===== config.mk =====
export PLATFORM = sky130hd
export DESIGN_NAME = mem_access_ctrl
export DESIGN_NICKNAME = d
export VERILOG_FILES = /design/src/design/mem_stage_pkg.sv /design/src/design/mem_access_ctrl.sv
export SDC_FILE = /design/constraint.sdc
export NUM_CORES = 1
export LEC_CHECK = 0
export BUFFER_PORTS_ARGS = -buffer_cell sky130_fd_sc_hd__buf_2
export CAP_MARGIN = 20
export CORE_UTILIZATION = 31
export DETAILED_ROUTE_END_ITERATION = 6
export PLACE_DENSITY = 0.88
export SLEW_MARGIN = 0
export SYNTH_ARGS = -nofsm -noshare
export SYNTH_HDL_FRONTEND = slang
export SYNTH_SLANG_ARGS = --single-unit

===== constraint.sdc =====
create_clock -name vclk -period 3.6
set_input_delay 0.72 -clock vclk [all_inputs]
set_output_delay 0.72 -clock vclk [all_outputs]
set_load 0.01 [all_outputs]

===== src/design/mem_stage_pkg.sv =====
`default_nettype none

package mem_stage_pkg;

    // MIPS load and store opcodes, instr[31:26].
    localparam logic [5:0] OP_LB  = 6'b100000;
    localparam logic [5:0] OP_LH  = 6'b100001;
    localparam logic [5:0] OP_LW  = 6'b100011;
    localparam logic [5:0] OP_LBU = 6'b100100;
    localparam logic [5:0] OP_LHU = 6'b100101;
    localparam logic [5:0] OP_SB  = 6'b101000;
    localparam logic [5:0] OP_SH  = 6'b101001;
    localparam logic [5:0] OP_SW  = 6'b101011;

    typedef enum logic [1:0] {
        SIZE_BYTE = 2'd0,
        SIZE_HALF = 2'd1,
        SIZE_WORD = 2'd2
    } access_size_e;

    // Decoded access, 7 bits.
    typedef struct packed {
        logic         is_load;
        logic         is_store;
        access_size_e size;
        logic         is_unsigned;
        logic [1:0]   lane;      // Address bits [1:0].
    } access_t;

    typedef struct packed {
        logic [5:0]  op;
        logic [31:0] addr;
        logic [31:0] wdata;
    } mem_req_t;

    typedef struct packed {
        logic [31:0] rdata;
        logic        is_store;
        logic        error;
    } mem_rsp_t;

endpackage

`default_nettype wire


===== src/design/mem_access_ctrl.sv =====
`timescale 1ns/100ps
`default_nettype none

module mem_access_ctrl
    import mem_stage_pkg::*;
(
    input  mem_req_t    req,
    output access_t     acc,
    output logic        misaligned,
    output logic [3:0]  byte_wen,
    output logic [31:0] ram_wdata
);

    logic known_op;
    logic addr_bad;

    // Opcode classification.
    always_comb begin
        acc.is_load     = 1'b0;
        acc.is_store    = 1'b0;
        acc.size        = SIZE_WORD;
        acc.is_unsigned = 1'b0;
        acc.lane        = req.addr[1:0];
        known_op        = 1'b1;
        case (req.op)
            OP_LB: begin
                acc.is_load = 1'b1;
                acc.size    = SIZE_BYTE;
            end
            OP_LBU: begin
                acc.is_load     = 1'b1;
                acc.size        = SIZE_BYTE;
                acc.is_unsigned = 1'b1;   // Zero-extended, unlike LB.
            end
            OP_LH: begin
                acc.is_load = 1'b1;
                acc.size    = SIZE_HALF;
            end
            OP_LHU: begin
                acc.is_load     = 1'b1;
                acc.size        = SIZE_HALF;
                acc.is_unsigned = 1'b1;
            end
            OP_LW: begin
                acc.is_load = 1'b1;
            end
            OP_SB: begin
                acc.is_store = 1'b1;
                acc.size     = SIZE_BYTE;
            end
            OP_SH: begin
                acc.is_store = 1'b1;
                acc.size     = SIZE_HALF;
            end
            OP_SW: begin
                acc.is_store = 1'b1;
            end
            default: begin
                known_op = 1'b0;
            end
        endcase
    end

    // Alignment check on the low address bits.
    always_comb begin
        case (acc.size)
            SIZE_HALF: addr_bad = req.addr[0];
            SIZE_WORD: addr_bad = |req.addr[1:0];
            default:   addr_bad = 1'b0;
        endcase
    end

    // Unknown opcodes share the flag, it is the request error.
    assign misaligned = addr_bad | ~known_op;

    // Byte enables, only for a clean store.
    always_comb begin
        byte_wen = 4'b0000;
        if (acc.is_store && !misaligned) begin
            case (acc.size)
                SIZE_BYTE: byte_wen = 4'b0001 << acc.lane;
                SIZE_HALF: byte_wen = acc.lane[1] ? 4'b1100 : 4'b0011;
                default:   byte_wen = 4'b1111;
            endcase
        end
    end

    // The RAM is word wide, so narrow data goes to every lane.
    always_comb begin
        case (acc.size)
            SIZE_BYTE: ram_wdata = {4{req.wdata[7:0]}};
            SIZE_HALF: ram_wdata = {2{req.wdata[15:0]}};
            default:   ram_wdata = req.wdata;
        endcase
    end

endmodule

`default_nettype wire


==> Word-level counts from Yosys, hierarchy flattened <==
Index checks and enable logic that the tools add are counted.
{ "word_totals": {"register_bits": 0, "in_bits": 70, "output_inout_bits": 44, "wordCells": 33} }
{ "op_classes": {"n_eq_ne": 10, "shifts": 1, "muxes": 10, "bitwise": 2, "n_reduce_logical": 10} }
{ "ops": {"columns": ["cell", "count"], "rows": [
  ["$pmux W32 S2", 1],
  ["$eq A6 B6 Y1 const B", 8],
  ["$reduce_or A3 Y1", 3],
  ["$mux W4", 2],
  ["$pmux W4 S2", 1],
  ["$reduce_or A8 Y1", 1],
  ["$reduce_or A5 Y1", 1],
  ["$mux W1", 4],
  ["$pmux W2 S2", 1],
  ["$reduce_or A2 Y1", 2],
  ["$shl A1 B2 Y4 const A", 1],
  ["$eq A2 B1 Y1 const B", 1],
  ["$eq A2 B2 Y1 const B", 1],
  ["$logic_not A2 Y1", 1],
  ["$pmux W1 S2", 1],
  ["$logic_and A1 B1 Y1", 1],
  ["$logic_not A1 Y1", 1],
  ["$not A1 Y1", 1],
  ["$or A1 B1 Y1", 1]
]} }

==> Logic depth before layout (Yosys ltp) <==
{ "depth": {"depth_word": 9, "mapped_depth": 4} }

==> Worst setup path before layout <==
No wires, ideal clock.
{ "synth_path": {"kind": "input -> output", "start": "input port req[68] (netlist bit)", "end": "output port byte_wen[1]", "arrival_ps": 1646, "path_slack_ps": 1234, "path_stages": 3, "cell_sequence": "nand2b_4 nand4bb_1 nor4b_1"} }
{ "synth_via": {"elab_chain_len": 9, "elab_cells_between_ends": 25} }
{ "synth_rtl": {"columns": ["item", "line", "rtl"], "rows": [
  ["from (decl)", "mem_access_ctrl.sv:7", "input mem_req_t req,"],
  ["$eq A6 B6 Y1", "mem_access_ctrl.sv:25", "case (req.op)"],
  ["$reduce_or A3 Y1 (no source line)", null, null],
  ["$pmux W2 S2", "mem_access_ctrl.sv:25", null],
  ["$eq A2 B2 Y1 / $eq A2 B1 Y1 (equally long branches)", "mem_access_ctrl.sv:66, mem_access_ctrl.sv:80", null],
  ["$pmux W1 S2", "mem_access_ctrl.sv:66", "case (acc.size)"],
  ["$or A1 B1 Y1", "mem_access_ctrl.sv:74", "assign misaligned = addr_bad | ~known_op;"],
  ["$logic_not A1 Y1", "mem_access_ctrl.sv:79", "if (acc.is_store && !misaligned) begin"],
  ["$logic_and A1 B1 Y1", "mem_access_ctrl.sv:79", null],
  ["$mux W4 (*)", "mem_access_ctrl.sv:79", null],
  ["to (decl)", "mem_access_ctrl.sv:10", "output logic [3:0] byte_wen,"]
]} }
Mark *: on every way between the ends. The rest lies on a longest branch, timed or not.

==> Worst setup path in the final report <==
{ "layout_path": {"start": "input port req[64] (netlist bit)", "end": "output port byte_wen[1]"} }
Same word-level chain as after synthesis.

==> results.py <==
metrics = {
    "outcome": {
        "status": "complete, no violations",
    },
    "synthesis": {
        "synth_top_area_cell": "mux2_2",
        "synth_nets": 159,
        "synth_area_um2": 677,
        "synth_cells": 89,
        "avgSynthCellArea_um2": 7.61,
        "ys.warnings.count": 0,
        "seq_area_frac_synth": 0,
        "ys_types": 28,
        "ys_top_cells_by_area": "mux2_2 (27%), o21ai_0 (13%), mux2i_1 (12%)",
        "yosysTopAreaCellShare": 0.266,
    },
    "timing": {
        "worst_slew_pin_slew_ns": 0.352,
        "slew_violations": 0,
        "post-route-period-util": 0.752,
        "layout_setup_ws_ns": 0.893,
        "maxSlewHeadroom": 0.765,
        "hold_violations": 0,
        "rsz0062_at_grt": "no",
        "fmax_ghz": 0.369,
        "fin_crit_ns": 2.71,
        "setup_viol": 0,
        "finalSetupTns_ns": 0,
    },
    "setup_path": {
        "worstSetupEndpointType": "output pin",
        "worstPathRequired_ns": 2.88,
        "slowest_delay_ns": 0.38,
        "crit_fanout": 13,
        "path_class": "input port to output pin",
        "cpMostUsedCell": "buf_2",
        "crit_slowest_cell": "nor4b_1",
        "crit_chain": "buf_2 > nand2b_1 > nand4bb_1 > nor4b_1 > buf_2",
        "cp.arrival_ns": 1.99,
        "crit_path_start_kind": "input port",
    },
    "clock_tree": {
        "cts_resized": 0,
        "post_cts_buffers": 0,
        "hold_buffers": 0,
    },
    "power": {
        "combPwrFrac": 1.000,
        "intPower_uw": 56.7,
        "vdd_drop_max_mv": 0.0599,
        "p_clk_frac": 0,
        "netSwitchingPower_uw": 58.5,
        "leakage_uw": 0.000557,
        "seq_power_share": 0,
        "switching_share": 0.508,
        "powerDensity_mw_per_mm2": 112,
    },
    "floorplan": {
        "start_util": 0.338,
        "dieWidth_um": 48.7,
        "core-area_mm2": 0.00200,
        "dieHeight_um": 48.7,
        "dieArea_mm2": 0.00237,
        "ios": 114,
        "rows": 16,
    },
    "global_routing": {
        "grt.overflow.total": 0,
        "track_usage": 0.166,
        "grt_max_degree": 19,
        "grt_pass1_vias": 800,
        "grt_pass1_wl_um": 3370,
        "antenna_found_initial": 0,
    },
    "placement": {
        "port_buffers": 84,
        "place_congestion": 0.810,
        "dpl_worst_slack_ns": 0.907,
    },
    "cells_and_area": {
        "syn_to_final_growth_pct": 51.6,
        "seq_cells": 0,
        "nNetsFinal": 230,
        "n_antenna_cell": 0,
        "clock_buffers": 0,
        "post_route_cells_drive_above_1_share": 0.665,
        "regArea_um2": 0,
    },
    "min_path": {
        "hp-class": "input port to output pin",
        "hold_depth": 2,
        "hold_path_end": "ram_wdata[4]",
        "worstHoldStart": "req[4]",
    },
    "detailed_routing": {
        "ant_nets": 0,
        "drc": 0,
        "post_drt_wl_per_cell_um": 11.2,
        "drt-total-wl_um": 2080,
        "num_vias": 927,
        "drt_iter0_markers": 9,
        "via_per_inst": 5.01,
        "drtPass1Iterations": 4,
    },
    "job": {
        "drv_cap": 0,
    },
}
worst max-delay path: cells and delay by family:
kind                   cells  cell delay (ns)
buffers and inverters      2             0.50
and+or+nand+nor            3             0.77
metal layers:
metal	vias up	wire length, µm	GRT usage
li1	458	-	-
met1	421	848	0.212
met2	48	1050	0.317
met3	0	180	0.00943
met4	0	0	0.00490
met5	-	0	0
area by class of cell:
| class | count | area, µm² |
|---|---|---|
| Fill cell | 220 | 976 |
| Tap cell | 27 | 33.8 |
| Inverter | 3 | 11.3 |
| Multi-Input combinational cell | 71 | 561 |
| Timing Repair Buffer | 84 | 420 |
stage by stage:
stage | instance area [µm²] | hold slack [ns] | instances | utilization | total power (µW)
6_report | 1030 | 1.66 | 185 | 0.513 | 115
5_1_grt | 1030 | 1.68 | 185 | 0.513 | 127
4_1_cts | 1030 | 1.67 | 185 | 0.513 | 116
2_1_floorplan | 677 | 1.49 | 89 | - | 68.0
3_3_place_gp | 1030 | 1.66 | 185 | 0.513 | 114
3_5_place_dp | 1030 | 1.67 | 185 | 0.513 | 116
cells in the final DEF, fill, tap and decap left out:
cell	n
mux2i_1	8
buf_2	84
nand2_1	1
mux2_2	16
and2_1	1
inv_1	3
nand3_2	1
or3b_1	1
xor2_1	1
nor4b_2	1
nor2_1	3
nor4b_1	1
nand4bb_1	1
a211o_1	2
nand2b_1	1
nor3b_4	1
o21ai_1	2
a21boi_0	1
nor3_1	5
o21ai_0	17
nand4_1	1
nand2_2	1
a21oi_1	4
nand2b_4	1
synth_stat cells:
| cell | number |
|---|---|
| o21ai_0 | 17 |
| mux2_2 | 16 |
| buf_4 | 10 |
| mux2i_1 | 8 |
| nor3_1 | 5 |
| a21oi_1 | 4 |
| inv_1 | 3 |
| nor2_1 | 3 |
| a211o_1 | 2 |
| buf_2 | 2 |
| o21ai_1 | 2 |
| a21boi_0 | 1 |
| and2_1 | 1 |
| buf_6 | 1 |
| clkbuf_1 | 1 |
| clkbuf_2 | 1 |
| nand2_1 | 1 |
| nand2_2 | 1 |
| nand2b_1 | 1 |
| nand2b_4 | 1 |
| nand3_2 | 1 |
| nand4_1 | 1 |
| nand4bb_1 | 1 |
| nor3b_4 | 1 |
| nor4b_1 | 1 |
| nor4b_2 | 1 |
| or3b_1 | 1 |
| xor2_1 | 1 |
cell families (layout without fill, tap and decap cells):
family                    after synthesis  after routing  synth area share
AOI/OAI and AO/OA                      26             26             0.207
buffers and inverters                  18             87             0.172
muxes                                  24             24             0.384
and+or+nand+nor                        20             20             0.224
xor gates and xnor gates                1              1            0.0129
how the worst max path moves through the flow:
stage / slack, ns / to / start / cells after the start
detailed placement: 0.91 / byte_wen[2] / req[65] / 5
global placement: 0.92 / byte_wen[2] / req[65] / 5
finish: 0.89 / byte_wen[1] / req[64] / 5
CTS: 0.91 / byte_wen[2] / req[65] / 5
floorplan: 1.23 / byte_wen[1] / req[68] / 3
global route: 0.79 / byte_wen[1] / req[64] / 5
power by group through the flow:
stage          combinational (µW)  sequential [µW]  clock [µW]
2_1_floorplan                68.0                0           0
3_3_place_gp                  114                0           0
3_5_place_dp                  116                0           0
4_1_cts                       116                0           0
5_1_grt                       127                0           0
6_report                      115                0           0
Note: power is estimated with default switching activity, not from simulation.
