File: src/design/mem_stage_pkg.sv
`default_nettype none

package mem_stage_pkg;

    // MIPS load and store opcodes, instr[31:26].
    localparam logic [5:0] OP_LB  = 6'b100000;
    localparam logic [5:0] OP_LH  = 6'b100001;
    localparam logic [5:0] OP_LW  = 6'b100011;
    localparam logic [5:0] OP_LBU = 6'b100100;
    localparam logic [5:0] OP_LHU = 6'b100101;
    localparam logic [5:0] OP_SB  = 6'b101000;
    localparam logic [5:0] OP_SH  = 6'b101001;
    localparam logic [5:0] OP_SW  = 6'b101011;

    typedef enum logic [1:0] {
        SIZE_BYTE = 2'd0,
        SIZE_HALF = 2'd1,
        SIZE_WORD = 2'd2
    } access_size_e;

    // Decoded access, 7 bits.
    typedef struct packed {
        logic         is_load;
        logic         is_store;
        access_size_e size;
        logic         is_unsigned;
        logic [1:0]   lane;      // Address bits [1:0].
    } access_t;

    typedef struct packed {
        logic [5:0]  op;
        logic [31:0] addr;
        logic [31:0] wdata;
    } mem_req_t;

    typedef struct packed {
        logic [31:0] rdata;
        logic        is_store;
        logic        error;
    } mem_rsp_t;

endpackage

`default_nettype wire

File: src/design/load_extend.sv
`timescale 1ns/100ps
`default_nettype none

module load_extend
    import mem_stage_pkg::*;
(
    input  access_t     acc,
    input  logic [31:0] ram_rdata,
    output logic [31:0] load_data
);

    logic [7:0]  byte_sel;
    logic [15:0] half_sel;

    // Lane select.
    always_comb begin
        case (acc.lane)
            2'd0:    byte_sel = ram_rdata[7:0];
            2'd1:    byte_sel = ram_rdata[15:8];
            2'd2:    byte_sel = ram_rdata[23:16];
            default: byte_sel = ram_rdata[31:24];
        endcase
    end

    assign half_sel = acc.lane[1] ? ram_rdata[31:16] : ram_rdata[15:0];

    // Extension.
    always_comb begin
        case (acc.size)
            SIZE_BYTE: begin
                if (acc.is_unsigned) begin
                    load_data = {24'b0, byte_sel};
                end else begin
                    load_data = {{24{byte_sel[7]}}, byte_sel};
                end
            end
            SIZE_HALF: begin
                if (acc.is_unsigned) begin
                    load_data = {16'b0, half_sel};
                end else begin
                    load_data = {{16{half_sel[15]}}, half_sel};
                end
            end
            default: begin
                load_data = ram_rdata;   // Word passes through.
            end
        endcase
    end

endmodule

`default_nettype wire

File: config.mk
export PLATFORM = sky130hd
export DESIGN_NAME = load_extend
export DESIGN_NICKNAME = d
export VERILOG_FILES = /design/src/design/mem_stage_pkg.sv /design/src/design/load_extend.sv
export SDC_FILE = /design/constraint.sdc
export NUM_CORES = 1
export LEC_CHECK = 0
export BUFFER_PORTS_ARGS = -buffer_cell sky130_fd_sc_hd__buf_2
export CORE_MARGIN = 3
export CORE_UTILIZATION = 44
export DETAILED_ROUTE_END_ITERATION = 12
export PLACE_DENSITY = 0.9
export SLEW_MARGIN = 20
export SYNTH_ARGS = -nofsm -noshare
export SYNTH_HDL_FRONTEND = slang
export SYNTH_SLANG_ARGS = --single-unit
export TNS_END_PERCENT = 20
File: constraint.sdc
create_clock -name vclk -period 3.1
set_input_delay 0.465 -clock vclk [all_inputs]
set_output_delay 0.465 -clock vclk [all_outputs]
set_load 0.005 [all_outputs]
=== After elaboration in Yosys (flattened, before gate mapping) ===
Index checks and enable logic that the tools add are counted.

* Input port bits: 39
* Register bits after elaboration: 0
* Output and inout port bits: 32

* Reductions and logical operators: 2
* Eq/ne operators: 3
* Multiplexer cells: 5

{| class="wikitable"
|+ Operator list
! operator !! number
|-
| $mux W32 || 2
|-
| $pmux W32 S2 || 1
|-
| $pmux W8 S3 || 1
|-
| $mux W16 || 1
|-
| $eq A2 B1 Y1 const B || 2
|-
| $logic_not A2 Y1 || 2
|-
| $eq A2 B2 Y1 const B || 1
|}

=== Longest topological paths before layout ===
Gate-level depths: netlist (run 1).

* Word-level depth: 4
* Depth in mapped cells: 7
* Gate-level depth less buffers: 3

=== Worst setup path after synthesis (run 1) ===
OpenSTA, ideal clock, no wires.

* Kind: input-to-output
* From: input port acc[4] in the netlist's numbering
* To: output port load_data[21]
* Slack: 1,015 ps
* Path buffers: 4
* Arrival time: 1,620 ps
* Cell stages on the path: 7
* Data required time: 2,635 ps
* Cell sequence: buf_6 -> or2_1 -> buf_2 -> or3_1 -> buf_6 -> buf_6 -> o211ai_2

* Longest elaborated chain between the ends: 2

{| class="wikitable"
|+ Ends and longest elaborated chain
! element !! RTL line !! RTL
|-
| from (decl) || load_extend.sv:7 || <nowiki>input access_t acc,</nowiki>
|-
| $eq A2 B1 Y1 or $logic_not A2 Y1 (tied branches) || load_extend.sv:29 || <nowiki>case (acc.size)</nowiki>
|-
| $pmux W32 S2 * || load_extend.sv:29 ||
|-
| to (decl) || load_extend.sv:9 || <nowiki>output logic [31:0] load_data</nowiki>
|}

Every way passes the cells marked *; elsewhere a longest branch is shown, timed or not.

=== Final worst setup path (run 1) ===
* From: input port acc[1] in the netlist's numbering
* To: output port load_data[17]

* Longest elaborated chain between the ends: 4

{| class="wikitable"
|+ Ends and longest elaborated chain
! element !! RTL line !! RTL
|-
| $eq A2 B2 Y1 (tied with other cells) || load_extend.sv:17 || <nowiki>case (acc.lane)</nowiki>
|-
| $pmux W8 S3 || load_extend.sv:17 ||
|-
| $mux W32 || load_extend.sv:31 || <nowiki>if (acc.is_unsigned) begin</nowiki>
|-
| $pmux W32 S2 * || load_extend.sv:29 ||
|}

Marked as above.

==> flow_summary.yaml, run 1 <==
outcome:
  status: "finished clean"
timing:
  max_clock_freq_ghz: 0.410
  min_period_over_period_pct: 78.6
  setup_viol: 0
  setup-tns-final_ns: 0
  min_period_ns: 2.44
  setup_ws_ns: 0.664
  rsz0062_at_grt: "false"
  tightestPinTransition_ns: 0.722
  drv_slew: 0
  hold_viol: 0
  fin_hold_ws_ns: 1.22
  slew_headroom_pct: 51.9
placed_design:
  post-place-cells: 199
  pre_cts_ws_ns: 0.657
  port_buffers: 69
  dp_hpwl_um: 2450
  place_congestion: 0.858
setup_path:
  arrival_ns: 1.97
  cpMostUsedCell: "buf_2"
  crit_type: "input port to output port"
  max_stage_delay_ns: 0.59
  start_kind: "input port"
  crit_chain: "buf_2 -> mux2i_1 -> or3_1 -> o211ai_1 -> buf_2"
  slowest_stage: "or3_1"
  critPathCaptureType: "output port"
  cp_top_family: "simple AND/OR/NAND/NOR gates"
  critPathRequiredTime_ns: 2.63
  cp_max_fo: 19
  crit_buf_inv: 2
min_path:
  worst_hold_path.endpoint: "load_data[0]"
  hold_path_depth: 3
  hold_class: "input port to output port"
  holdCritStartpoint: "ram_rdata[0]"
floorplan:
  die_x_um: 49.8
  rows: 15
  die_h_um: 49.8
  fp.coreArea_sq_mm: 0.00176
  dieArea_sq_mm: 0.00248
  io_pins: 71
  initial_core_util_pct: 47.9
logic_synthesis:
  synthTopCellsByCount: "nand2_1, mux2i_1, o211ai_2, a22oi_1, nor2b_1"
  syn-mean-instance-area_sq_um: 7.35
  syn-num-nets: 154
  yosysSeqAreaShare_pct: 0
  synth.area.top_cells: "mux2i_1, o211ai_2, nand2_1"
  synth_area_sq_um: 846
  yosysWarnings: 0
  syn-instance-count: 115
  synth_top_area_share_pct: 17.8
  ys_types: 20
  synth_top_area_cell: "mux2i_1"
  synth.most_common_cell: "nand2_1"
routing:
  totalWireLength_um: 3090
  drt_iter0_markers: 20
  via_per_inst: 6.06
  wl_met3_um: 272
  antenna_left: 0
  met1_length_um: 1120
  drt_pass1_iterations: 4
  dr.max_layer_used: "met4"
  vias: 1206
  drc: 0
  wl_met2_um: 1630
  wl_per_cell_um: 15.5
grt:
  grt_max_degree: 28
  grt_overflow: 0
  grt_pass1_vias: 1149
  grt_pass1_wl_um: 4940
  antenna_found_initial: 0
  grt.total_usage_pct: 24.2
finish:
  syn2layout_area_growth_pct: 38.6
  n_fill_cell: 192
  multi_input_area_sq_um: 743
  n_clock_buffer: 0
  layout.cells.non_filler: 199
  seq_cell_count: 0
  antenna_cells: 0
  seq_area_sq_um: 0
  final_util_pct: 66.5
  nets: 215
  drive_above_1_share_pct: 51.1
flow_run:
  timing.max_cap.violations: 0
cts:
  hold_buffers: 0
  cts_resized: 0
  post_cts_buffers: 0
pwr:
  peakVddDrop_uv: 80.8
  power_density_mw_per_mm2: 158
  power_leakage_uw: 0.000602
==> where the power goes <==
part           switching [uW]  internal [uW]
combinational            94.8           90.3
clock                       0              0
sequential                  0              0
total                    94.8           90.3
==> through the flow <==
| stage | instance area [sq um] | total power [uW] |
|---|---|---|
| 6_report | 1170 | 185 |
| 5_1_grt | 1170 | 204 |
| 4_1_cts | 1170 | 185 |
| 3_5_place_dp | 1170 | 184 |
| 3_3_place_gp | 1170 | 177 |
| 2_1_floorplan | 846 | 106 |
==> per-layer routing <==
metal,up-vias,GRT usage (%)
met5,-,0
met4,0,7.37
met3,10,2.72
met2,70,46.7
met1,566,27.0
li1,560,-
==> layout make-up <==
| cell class | instances | share of cell area [%] |
|---|---|---|
| multi-input cells | 97 | 63.4 |
| inverters | 2 | 0.640 |
| well taps | 25 | 2.67 |
| repair buffers | 75 | 33.3 |
==> worst max-delay path by stage <==
| stage | from | endpoint | slack [ns] | cells after the start |
|---|---|---|---|---|
| detailed placement | acc[1] | load_data[17] | 0.66 | 5 |
| global placement | acc[1] | load_data[20] | 0.73 | 5 |
| CTS | acc[1] | load_data[17] | 0.65 | 5 |
| global route | acc[1] | load_data[17] | 0.55 | 5 |
| floorplan | acc[4] | load_data[21] | 1.01 | 7 |
| finish | acc[1] | load_data[17] | 0.66 | 5 |
==> cells by family (layout without fill, tap and decap cells) <==
group           Yosys count  in the layout  share of synthesized area, %
compound gates           43             43                          47.6
buf+inv                  18             77                          12.1
mux                      17             17                          20.4
simple gates             37             37                          19.8
==> tightest hold or removal path: stages <==
cell,delay [ns]
buf_2,0.07
o22a_1,0.12
buf_2,0.10
==> layout by cell type (no fill, tap or decap), drive strengths merged <==
cell type   n
a32oi       1
inv         1
or2         1
o221ai      8
nand2      25
clkinv      1
mux2        2
mux2i      15
buf        75
o21ba       1
o211ai     17
or3         1
o22a        7
nor2b       9
a22oi       9
nor3        1
Power figures use the tool's default switching activity.
==> inputs of run 2 (changes only) <==
--- a/config.mk
+++ b/config.mk
@@ -5,11 +5,12 @@
 export SDC_FILE = /design/constraint.sdc
 export NUM_CORES = 1
 export LEC_CHECK = 0
+export ABC_AREA = 1
 export BUFFER_PORTS_ARGS = -buffer_cell sky130_fd_sc_hd__buf_2
 export CORE_MARGIN = 3
-export CORE_UTILIZATION = 44
+export CORE_UTILIZATION = 42
 export DETAILED_ROUTE_END_ITERATION = 12
-export PLACE_DENSITY = 0.9
+export PLACE_DENSITY = 0.86
 export SLEW_MARGIN = 20
 export SYNTH_ARGS = -nofsm -noshare
 export SYNTH_HDL_FRONTEND = slang
==> constraint.sdc (replaced) <==
create_clock -name vclk -period 2.5
set_input_delay 0.375 -clock vclk [all_inputs]
set_output_delay 0.375 -clock vclk [all_outputs]
set_load 0.005 [all_outputs]
==> flow_summary.yaml, run 2 <==
routing:
  vias: 1181
  wl_per_cell_um: 10.9
  drt_iter0_markers: 21
  drc: 0
  drt_pass1_iterations: 4
  antenna_left: 0
  via_per_inst: 4.86
  totalWireLength_um: 2640
floorplan:
  io_pins: 71
  fp.coreArea_sq_mm: 0.00184
  initial_core_util_pct: 47.8
  die_x_um: 51.7
  die_h_um: 51.7
  rows: 15
  dieArea_sq_mm: 0.00268
cts:
  post_cts_buffers: 0
  hold_buffers: 0
  cts_resized: 0
timing:
  min_period_over_period_pct: 80.1
  max_clock_freq_ghz: 0.499
  hold_viol: 0
  rsz0062_at_grt: "false"
  setup_ws_ns: 0.497
  tightestPinTransition_ns: 0.488
  setup_viol: 0
  min_period_ns: 2.00
  setup-tns-final_ns: 0
  drv_slew: 0
  slew_headroom_pct: 67.2
finish:
  seq_area_sq_um: 0
  stdcell_area_sq_mm: 0.00118
  drive_above_1_share_pct: 46.3
  final_common_cell: "nand2_1"
  seq_cell_count: 0
  nets: 259
  final_util_pct: 63.9
  layout_common_cells: "nand2_1, buf_2, nand3_2"
  antenna_cells: 0
  n_fill_cell: 193
  multi_input_area_sq_um: 726
  n_clock_buffer: 0
  syn2layout_area_growth_pct: 33.9
placed_design:
  pre_cts_ws_ns: 0.478
  dp_hpwl_um: 2110
  port_buffers: 69
  dpl_cell_area_sq_mm: 0.00118
  place_congestion: 0.822
setup_path:
  startpoint: "acc[1]"
  arrival_ns: 1.63
  critPathRequiredTime_ns: 2.12
  crit_type: "input port to output port"
  crit_buf_inv: 3
  cp_max_fo: 24
  critPathCaptureType: "output port"
  slowest_stage: "nand3_4"
  max_stage_delay_ns: 0.32
  start_kind: "input port"
  crit_chain: "buf_2 -> inv_2 -> nand2_2 -> nand2_1 -> nand3_2 -> nand3_4 -> nand3_1 -> buf_2"
  cp_top_family: "simple AND/OR/NAND/NOR gates"
  cp.depth: 8
  cpMostUsedCell: "buf_2"
  cp-endpoint: "load_data[16]"
logic_synthesis:
  ys_types: 20
  synth.most_common_cell: "nand2_1"
  synthTopCellsByCount: "nand2_1, nand3_2, inv_1, a21oi_1, o211ai_1"
  syn-num-nets: 196
  syn-mean-instance-area_sq_um: 5.59
  yosysWarnings: 0
  yosysSeqAreaShare_pct: 0
  synth_top_area_share_pct: 34.6
  syn-instance-count: 157
  synth.area.top_cells: "nand2_1, nand3_2, o211ai_1"
  synth_top_area_cell: "nand2_1"
  synth_area_sq_um: 878
flow_run:
  timing.max_cap.violations: 0
pwr:
  netSwitchingFraction_pct: 53.7
  p_seq_share_pct: 0
  p_comb_share_pct: 100.0
  internal-power_uw: 98.6
  power_density_mw_per_mm2: 181
  peakVddDrop_uv: 104
  clockPowerShare_pct: 0
  p_switching_uw: 114
  power_leakage_uw: 0.000820
min_path:
  hold_class: "input port to output port"
grt:
  grt_overflow: 0
  grt_pass1_vias: 1034
  grt.total_usage_pct: 19.7
  grt_max_degree: 25
  antenna_found_initial: 0
  grt_pass1_wl_um: 4310
outcome:
  status: "finished clean"
## run 2: cell types whose count changed in the layout (fill, tap and decap cells not counted), sizes merged, moves of 4 or more
cell / before / now
buf: 75 / 71
nor2b: 9 / 0
o211ai: 17 / 7
inv: 1 / 15
nand2: 25 / 83
o22a: 7 / 0
a21oi: 0 / 7
a22oi: 9 / 0
o221ai: 8 / 0
mux2i: 15 / 0
nand3: 0 / 28
## run 2: power by group through the flow
stage / Clock (uW) / Combinational [uW] / Sequential (uW)
3_3_place_gp: 0 / 213 / 0
2_1_floorplan: 0 / 128 / 0
4_1_cts: 0 / 216 / 0
5_1_grt: 0 / 240 / 0
6_report: 0 / 213 / 0
3_5_place_dp: 0 / 215 / 0
## run 2: worst min-delay path by stage
stage,from,to,slack [ns],cells after the start
final,ram_rdata[30],load_data[30],1.05,4
after global placement,ram_rdata[15],load_data[15],1.05,4
after floorplan,ram_rdata[27],load_data[27],0.86,2
after detailed placement,ram_rdata[16],load_data[16],1.05,4
after global routing,ram_rdata[30],load_data[30],1.07,4
after CTS,ram_rdata[16],load_data[16],1.05,4
## run 2: logic make-up after synthesis
family | count (synthesis) | share of synthesized area [%]
buf+inv | 25 | 17.4
compound gates | 17 | 12.8
simple gates | 115 | 69.8
## run 2: area by class of cell
type | count | area share (%)
inverters | 15 | 5.00
repair buffers | 71 | 30.6
well taps | 25 | 2.66
multi-input cells | 132 | 61.7
## run 2: stage by stage
stage,total power [uW],instances,hold WS (ns)
after floorplan,128,157,0.859
after global placement,213,243,1.05
after detailed placement,215,243,1.05
after CTS,216,243,1.05
after global routing,240,243,1.07
final,213,243,1.05
## run 2: metal layers
layer	track usage [%]	share of wire [%]
met1	23.9	42
met2	39.2	52
met3	0.573	5.1
met4	1.31	0.61
met5	0	0
