## config.mk

```make
export PLATFORM = sky130hd
export DESIGN_NAME = mem_stage_pipe
export DESIGN_NICKNAME = d
export VERILOG_FILES = /design/src/design/mem_stage_pkg.sv /design/src/design/mem_stage_pipe.sv
export SDC_FILE = /design/constraint.sdc
export NUM_CORES = 1
export LEC_CHECK = 0
export BUFFER_PORTS_ARGS = -buffer_cell sky130_fd_sc_hd__buf_2
export CAP_MARGIN = 20
export CELL_PAD_IN_SITES_DETAIL_PLACEMENT = 0
export CELL_PAD_IN_SITES_GLOBAL_PLACEMENT = 1
export CORE_MARGIN = 5
export CORE_UTILIZATION = 14
export DETAILED_ROUTE_END_ITERATION = 16
export GPL_ROUTABILITY_DRIVEN = 0
export PLACE_DENSITY = 0.87
export SETUP_SLACK_MARGIN = 0.02
export SLEW_MARGIN = 0
export SYNTH_ARGS = -nofsm -noshare
export SYNTH_HDL_FRONTEND = slang
export SYNTH_SLANG_ARGS = --single-unit
```

## constraint.sdc

```tcl
create_clock -name clk -period 1.5 [get_ports clk]
set_input_delay 0.3 -clock clk [delete_from_list [all_inputs] [get_ports clk]]
set_output_delay 0.3 -clock clk [all_outputs]
set_load 0.03 [all_outputs]
```

## src/design/mem_stage_pkg.sv

```systemverilog
`default_nettype none

package mem_stage_pkg;

    // MIPS load and store opcodes, instr[31:26].
    localparam logic [5:0] OP_LB  = 6'b100000;
    localparam logic [5:0] OP_LH  = 6'b100001;
    localparam logic [5:0] OP_LW  = 6'b100011;
    localparam logic [5:0] OP_LBU = 6'b100100;
    localparam logic [5:0] OP_LHU = 6'b100101;
    localparam logic [5:0] OP_SB  = 6'b101000;
    localparam logic [5:0] OP_SH  = 6'b101001;
    localparam logic [5:0] OP_SW  = 6'b101011;

    typedef enum logic [1:0] {
        SIZE_BYTE = 2'd0,
        SIZE_HALF = 2'd1,
        SIZE_WORD = 2'd2
    } access_size_e;

    // Decoded access, 7 bits.
    typedef struct packed {
        logic         is_load;
        logic         is_store;
        access_size_e size;
        logic         is_unsigned;
        logic [1:0]   lane;      // Address bits [1:0].
    } access_t;

    typedef struct packed {
        logic [5:0]  op;
        logic [31:0] addr;
        logic [31:0] wdata;
    } mem_req_t;

    typedef struct packed {
        logic [31:0] rdata;
        logic        is_store;
        logic        error;
    } mem_rsp_t;

endpackage

`default_nettype wire

```

## src/design/mem_stage_pipe.sv

```systemverilog
`timescale 1ns/100ps
`default_nettype none

module mem_stage_pipe
    import mem_stage_pkg::*;
#(
    parameter int RAM_WORDS = 256
) (
    input  logic                         clk,
    input  logic                         arst_n,
    input  logic                         req_valid,
    input  logic [31:0]                  req_addr,
    input  access_t                      acc,
    input  logic                         misaligned,
    input  logic [3:0]                   byte_wen,
    input  logic                         rsp_ready,
    input  logic [31:0]                  load_data,
    output logic                         req_ready,
    output logic                         ram_en,
    output logic [3:0]                   ram_we,
    output logic [$clog2(RAM_WORDS)-1:0] ram_index,
    output access_t                      acc_q,
    output logic                         rsp_valid,
    output mem_rsp_t                     rsp
);

    localparam int IDX_W = $clog2(RAM_WORDS);

    logic accept;
    logic err_q;

    // Slot is free when empty or being drained this cycle.
    assign req_ready = ~rsp_valid | rsp_ready;
    assign accept    = req_valid & req_ready;

    // A failed request never reaches the RAM.
    assign ram_en    = accept & ~misaligned;
    assign ram_we    = byte_wen & {4{ram_en}};
    assign ram_index = req_addr[IDX_W+1:2];   // Word index, wraps at depth.

    always_ff @(posedge clk or negedge arst_n) begin
        if (!arst_n) begin
            rsp_valid <= 1'b0;
        end else if (req_ready) begin
            rsp_valid <= req_valid;
        end
    end

    always_ff @(posedge clk) begin
        if (accept) begin
            acc_q <= acc;
            err_q <= misaligned;
        end
    end

    // RAM output is held until the next accept, so rsp stays stable.
    always_comb begin
        rsp.is_store = acc_q.is_store;
        rsp.error    = err_q;
        if (acc_q.is_load && !err_q) begin
            rsp.rdata = load_data;
        end else begin
            rsp.rdata = 32'b0;
        end
    end

endmodule

`default_nettype wire

```

Yosys cells after proc, flatten, opt, wreduce, memory -nomap -nowiden
Index checks and enable logic that the tools add are counted.

operators by class
  bitwise gates (word level) = 6
  mux-type cells = 1
  reductions and logical operators = 2

operators with widths
  kind                count
  32-bit two-way mux  1
  4-bit AND           1
  1-bit AND           2
  1-bit NOT           2
  1-bit logical AND   1
  1-bit zero test     1
  1-bit bitwise OR    1

word-level totals
  bits of input ports = 80
  output and inout port bits = 56
  bits in registers = 9

Logic depth before layout (Yosys ltp)
Gate-level depths: netlist (run 1).

  depth after elaboration = 5
  gate-level depth with buffers = 3

Worst setup path before layout (run 1)
OpenSTA, ideal clock, no wires.

  path kind = reg2out
  start point = reg rsp_valid
  end point = out ram_en
  stages on the path, launching flop included = 3
  data arrival time = 1392 ps
  path buffers = 0
  path slack = -192 ps
  cells stage by stage = dfrtp_1 > nor2b_4 > nor3b_1

on the way
  word-level cells in the longest chain between the ends = 4

RTL lines
  element                   line                  text
  start: declaration        mem_stage_pipe.sv:23  output logic rsp_valid,
  start signal: assignment  mem_stage_pipe.sv:45  rsp_valid <= req_valid;
  1-bit NOT                 mem_stage_pipe.sv:33  assign req_ready = ~rsp_valid | rsp_ready;
  1-bit bitwise OR          mem_stage_pipe.sv:33
  1-bit AND                 mem_stage_pipe.sv:34  assign accept = req_valid & req_ready;
  1-bit AND                 mem_stage_pipe.sv:37  assign ram_en = accept & ~misaligned;
  end: declaration          mem_stage_pipe.sv:19  output logic ram_en,

Every way passes these cells.

==> flow_summary_export.csv, run 1 <==
group,metric,value,unit
pwr,power_leakage,0.745,nW
pwr,ir_drop,0.451,mV
timing,slew_violations,0,
placed_design,placed_cell_area,0.00119,sq mm
worst_setup_path,critPathMaxFanout,22,
synth,synth_ff_type,"edfxtp_1",
timing,hold_viol_final,0,
drt,drt_iter0_drc,14,
job,drv_cap,0,
synth,synth_edf_count,8,
synth,synth_area,701,sq um
pwr,powerDensity,628,mW/mm^2
synth,synth.area.mux_share,0,
clock_tree,cts.sinks,9,
timing,fin_ws,-0.0501,ns
timing,hold_ws,0.245,ns
synth,yosysSeqAreaShare,0.379,
global_route,grt_use_met3,0.0166,
global_route,grt_usage,0.0718,
synth,syn-num-nets,144,
floorplanning,ioPinCount,136,
placed_design,dpl.hpwl,2000,microns
timing,maxSlewHeadroom,0.832,
floorplanning,core,0.00479,sq mm
synth,synth_top_area_cell,"edfxtp_1",
synth,synth_warnings,0,
drt,first_pass_iters,2,
worst_setup_path,r2r_slack,0.25,ns
global_route,antenna_found_initial,0,
timing,fin_skew,0.00174,ns
placed_design,place_ws,0.135,ns
floorplanning,row_count,25,
timing,layout_min_cycle_time,1.55,ns
clock_tree,clock_latency,0.23,ns
synth,syn_area_per_cell,10.9,sq um
worst_setup_path,end_kind,"output port",
floorplanning,fp.dieH,80.7,microns
run_status,status,"complete, but fails checks",
clock_tree,cts_buffer_depth,2,
synth,synth_top_area_frac,0.343,
drt,vias,752,
floorplanning,die_w,80.7,microns
cells_and_area,drive_above_1_share,0.870,
cells_and_area,nNetsFinal,235,
global_route,grt.met2_usage,0.155,
synth,synth_fa_ha_area_frac,0,
cells_and_area,multiInputGateArea,342,sq um
synth,synth_top_family_by_area,"simple AND/OR/NAND/NOR gates",
floorplanning,initial_core_util,0.146,
clock_tree,cts_max_level,1,
synth,synth-simple-area-share,0.461,
pwr,finalPower,0.000936,W
drt,ant_nets,0,
floorplanning,dieArea,0.00652,sq mm
timing,clock.fmax,645,MHz
min_path,min_path_type,"input pin to flop",
cells_and_area,num-fill-cells,487,
synth,synth_compound_area_frac,0,
worst_setup_path,arrival,1.25,ns
cells_and_area,seqCellArea,265,sq um
synth,post-synth-top-count-cell,"and2_2",
cells_and_area,diodes,0,
worst_setup_path,cp.required,1.20,ns
clock_tree,numCtsBuffers,3,
synth,ys_top_cells_by_count,"and2_2 (20), and2_1 (12), buf_4 (10)",
worst_setup_path,cp-start-kind,"flop",
drt,drc,0,
drt,via_per_inst,3.40,
synth,synth_seq_cells,9,
cells_and_area,final_area,0.00149,sq mm
clock_tree,cts_tree,"built",
global_route,grt_pass1_vias,811,
synth,synth_xor_area_frac,0,
global_route,busiest_layer,"met2",
worst_setup_path,critPathKind,"flop to output port",
run_status,violations,"negative setup slack",
global_route,grt_pass1_wl,3690,microns
synth,synthArstFlopShare,0.111,
synth,syn_inst,64,
timing,finalSetupViolCount,32,
timing,period_share,1.03,
synth,yosysUniqueCellTypes,12,
drt,detail_route.wl_per_cell,11.3,microns
global_route,grt_max_degree,23,
timing,rsz0062_at_grt,"yes",
global_route,use_met1,0.0607,
timing,worst_pin_slew,0.251,ns
drt,wl,2490,microns
clock_tree,clkSlewWorstSetupHoldPaths,0.04,ns
clock_tree,post-cts-setup-buffer-count,0,
global_route,grt_overflow,0,
clock_tree,clockRootBuffer,"clkbuf_8",
synth,synth_top_cells_by_area,"edfxtp_1 (34%), and2_2 (21%), and2_1 (11%)",
placed_design,io_buffer_count,95,
cells_and_area,syn_to_final_growth,113,%
power by group:
group,internal [W],switching (W)
logic,0.000175,0.000192
registers,0.000291,0.00000519
clock network,0.000185,0.0000886
repair_timing:
item | CTS | global route
setup endpoints to repair | 36 | 37
hold buffers | 1 | 0
gates resized for setup | 74 | 6
cloned | 0 | 0
endpoints found under the hold margin | 1 | 0
pin swaps | 4 | 0
registers in the layout (all words and copies together), names as in the netlist:
name and cells:
acc_q 7, err_q 1, rsp_valid 1
metrics by stage:
stage           util  instances  setup TNS [ns]
4_1_cts        0.309        221           -1.70
3_5_place_dp   0.249        216               0
6_report       0.312        221           -1.18
2_1_floorplan      -         64               0
3_3_place_gp   0.249        216               0
5_1_grt        0.312        221           -3.73
cell families after synthesis:
kind of cell / after synthesis
buffers and inverters: 14
AND/OR/NAND/NOR: 41
flip-flops: 9
critical path, cell delays in order, from the launching register on:
cell      delay [ns]
edfxtp_1        0.42
nor2b_4         0.17
buf_12          0.15
and2_2          0.16
buf_6           0.13
layer usage:
layer | wire (microns) | vias to the layer above
met3 | 320 | 0
li1 | - | 374
met2 | 1400 | 56
met4 | 0 | 0
met5 | 0 | -
met1 | 778 | 322
final timing paths:
path	cells after the start	to	startpoint
setup / recovery	4	rsp[23]	err_q$_DFFE_PP_
hold / removal	1	acc_q[6]$_DFFE_PP_	acc[6]
setup reg to reg	3	acc_q[3]$_DFFE_PP_	rsp_valid$_DFFE_PN0P_
hold reg to reg	2	rsp_valid$_DFFE_PN0P_	rsp_valid$_DFFE_PN0P_
max in group asynchronous	2	rsp_valid$_DFFE_PN0P_	arst_n
min in group asynchronous	2	rsp_valid$_DFFE_PN0P_	arst_n
final cells by class:
type	count	area share
tap	67	0.0562
multi-input combinational	41	0.229
timing repair buffer	99	0.504
inverter	1	0.00252
sequential	9	0.178
clock buffer	4	0.0302
layout by cell type (no fill, tap or decap), types with 2 or more instances in the layout:
cell type,n
and2_1,7
and2_2,19
and2_4,6
and4bb_2,4
buf_2,58
buf_6,37
clkbuf_8,3
edfxtp_1,8
nor2b_4,2
Power figures use the tool's default switching activity.
==> inputs of run 2 (changes only) <==
--- a/config.mk
+++ b/config.mk
@@ -5,7 +5,7 @@
 export SDC_FILE = /design/constraint.sdc
 export NUM_CORES = 1
 export LEC_CHECK = 0
-export BUFFER_PORTS_ARGS = -buffer_cell sky130_fd_sc_hd__buf_2
+export BUFFER_PORTS_ARGS = -buffer_cell sky130_fd_sc_hd__buf_4
 export CAP_MARGIN = 20
 export CELL_PAD_IN_SITES_DETAIL_PLACEMENT = 0
 export CELL_PAD_IN_SITES_GLOBAL_PLACEMENT = 1
@@ -19,3 +19,4 @@
 export SYNTH_ARGS = -nofsm -noshare
 export SYNTH_HDL_FRONTEND = slang
 export SYNTH_SLANG_ARGS = --single-unit
+export TNS_END_PERCENT = 30
==> flow_summary_export.csv, run 2 (same netlist as run 1, synthesis figures left out) <==
group,metric,value,unit
timing,rsz0062_at_grt,"yes",
cells_and_area,nNetsFinal,235,
drt,wl,2500,microns
pwr,powerDensity,603,mW/mm^2
min_path,whs_path_depth,1,
clock_tree,cts_max_level,1,
worst_setup_path,r2r_slack,0.21,ns
drt,drc,0,
global_route,grt.met2_usage,0.137,
worst_setup_path,end_kind,"output port",
worst_setup_path,r2r_cells,3,
timing,fin_ws,-0.0588,ns
cells_and_area,top_register,"acc_q",
worst_setup_path,cp.required,1.20,ns
drt,detail_route.wl_per_cell,11.3,microns
pwr,ir_drop,0.455,mV
worst_setup_path,critPathMaxFanout,32,
clock_tree,numCtsBuffers,3,
run_status,status,"complete, but fails checks",
worst_setup_path,r2r-start,"rsp_valid$_DFFE_PN0P_",
min_path,min_path_type,"input pin to flop",
floorplanning,dieArea,0.00652,sq mm
run_status,violations,"negative setup slack",
timing,maxSlewHeadroom,0.809,
cells_and_area,final_cell_mix,"buf_4 (61), buf_6 (36), and2_2 (20), and2_1 (12), edfxtp_1 (8)",
global_route,grt_use_met3,0.0288,
worst_setup_path,arrival,1.26,ns
drt,first_pass_iters,4,
clock_tree,cts_buffer_depth,2,
global_route,grt_max_degree,33,
cells_and_area,post-route-util,0.338,
min_path,whs_endpoint,"acc_q[1]$_DFFE_PP_",
global_route,busiest_layer,"met2",
clock_tree,clock_latency,0.23,ns
worst_setup_path,critPathKind,"flop to output port",
worst_setup_path,worstReg2RegEnd,"acc_q[0]$_DFFE_PP_",
global_route,grt_pass1_vias,814,
timing,slew_violations,0,
timing,worst_pin_slew,0.286,ns
cells_and_area,largest_reg_flops,7,
floorplanning,ioPinCount,136,
timing,fin_skew,0.00314,ns
global_route,grt_overflow,0,
cells_and_area,layout_commonest_cell,"buf_4",
floorplanning,die_w,80.7,microns
min_path,hp-start,"acc[1]",
global_route,antenna_found_initial,0,
timing,layout_min_cycle_time,1.56,ns
placed_design,dpl.hpwl,2110,microns
clock_tree,cts.sinks,9,
global_route,use_met1,0.0638,
drt,drt_iter0_drc,5,
drt,ant_nets,0,
timing,finalSetupViolCount,33,
floorplanning,core,0.00479,sq mm
clock_tree,clkSlewWorstSetupHoldPaths,0.04,ns
drt,via_per_inst,3.57,
timing,clock.fmax,642,MHz
floorplanning,initial_core_util,0.146,
cells_and_area,diodes,0,
floorplanning,fp.dieH,80.7,microns
clock_tree,cts_tree,"built",
timing,period_share,1.04,
clock_tree,clockRootBuffer,"clkbuf_8",
cells_and_area,syn_to_final_growth,131,%
cells_and_area,reg_top3,"acc_q: 7 flops, err_q: 1 flops, rsp_valid: 1 flops",
global_route,grt_usage,0.0719,
placed_design,dp.cells,215,
pwr,power_leakage,0.786,nW
placed_design,io_buffer_count,95,
cells_and_area,drive_above_1_share,0.838,
global_route,grt_pass1_wl,3720,microns
cells_and_area,final_cells,221,
timing,hold_viol_final,0,
floorplanning,row_count,25,
drt,vias,790,
worst_setup_path,cp-start-kind,"flop",
job,drv_cap,0,
## run 2: changes by cell type in the layout (fill, tap and decap cells not counted)
cell      delta
and2_4       -6
buf_2       -58
and2_1       +5
and2_2       +1
clkbuf_4     -1
buf_6        -1
buf_4       +60
## run 2: through the flow
stage | power (W) | hold slack, ns | setup TNS, ns | cell area (sq um) | setup slack (ns)
3_5_place_dp | 0.000673 | 0.0796 | 0 | 1420 | 0.160
6_report | 0.000976 | 0.242 | -1.35 | 1620 | -0.0588
5_1_grt | 0.00102 | 0.233 | -3.88 | 1620 | -0.134
2_1_floorplan | 0.000527 | 0.00441 | 0 | 706 | 0.0238
3_3_place_gp | 0.000669 | 0.0793 | 0 | 1420 | 0.164
4_1_cts | 0.000990 | 0.237 | -2.08 | 1620 | -0.0730
## run 2: repair_timing
item	4_1_cts	5_1_grt
pin swaps	4	2
hold buffers	1	0
resized for setup	36	0
hold endpoints to repair	1	0
buffers inserted	1	0
setup endpoints to repair	36	36
## run 2: how the worst max path moves through the flow
stage / from / endpoint / cells after the start
detailed placement: acc_q[6]$_DFFE_PP_ / rsp[17] / 4
finish: err_q$_DFFE_PP_ / rsp[3] / 4
CTS: err_q$_DFFE_PP_ / rsp[5] / 4
global route: err_q$_DFFE_PP_ / rsp[5] / 4
floorplan: acc_q[6]$_DFFE_PP_ / rsp[10] / 3
global placement: err_q$_DFFE_PP_ / rsp[5] / 4
## run 2: power by group
group          switching (W)  internal, W  leakage (nW)
Sequential        0.00000600     0.000291        0.0869
Clock              0.0000931     0.000185        0.0228
Combinational       0.000189     0.000212         0.677
Total               0.000288     0.000688         0.786
## run 2: routing by layer
metal | up-vias | part of all wire
li1 | 375 | -
met3 | 5 | 0.16
met4 | 0 | 0.016
met5 | - | 0
met1 | 349 | 0.28
met2 | 61 | 0.54
## run 2: layout make-up
class | instances | area [sq um]
clock buffer | 4 | 45.0
multi-input combinational | 41 | 328
inverter | 1 | 3.75
fill | 514 | 3170
sequential | 9 | 265
tap | 67 | 83.8
timing repair buffer | 99 | 893
## run 2: critical path, stage by stage (launching register included)
cell and delay (ns):
edfxtp_1 0.42, nor2b_4 0.15, buf_12 0.15, and2_1 0.16, buf_6 0.14
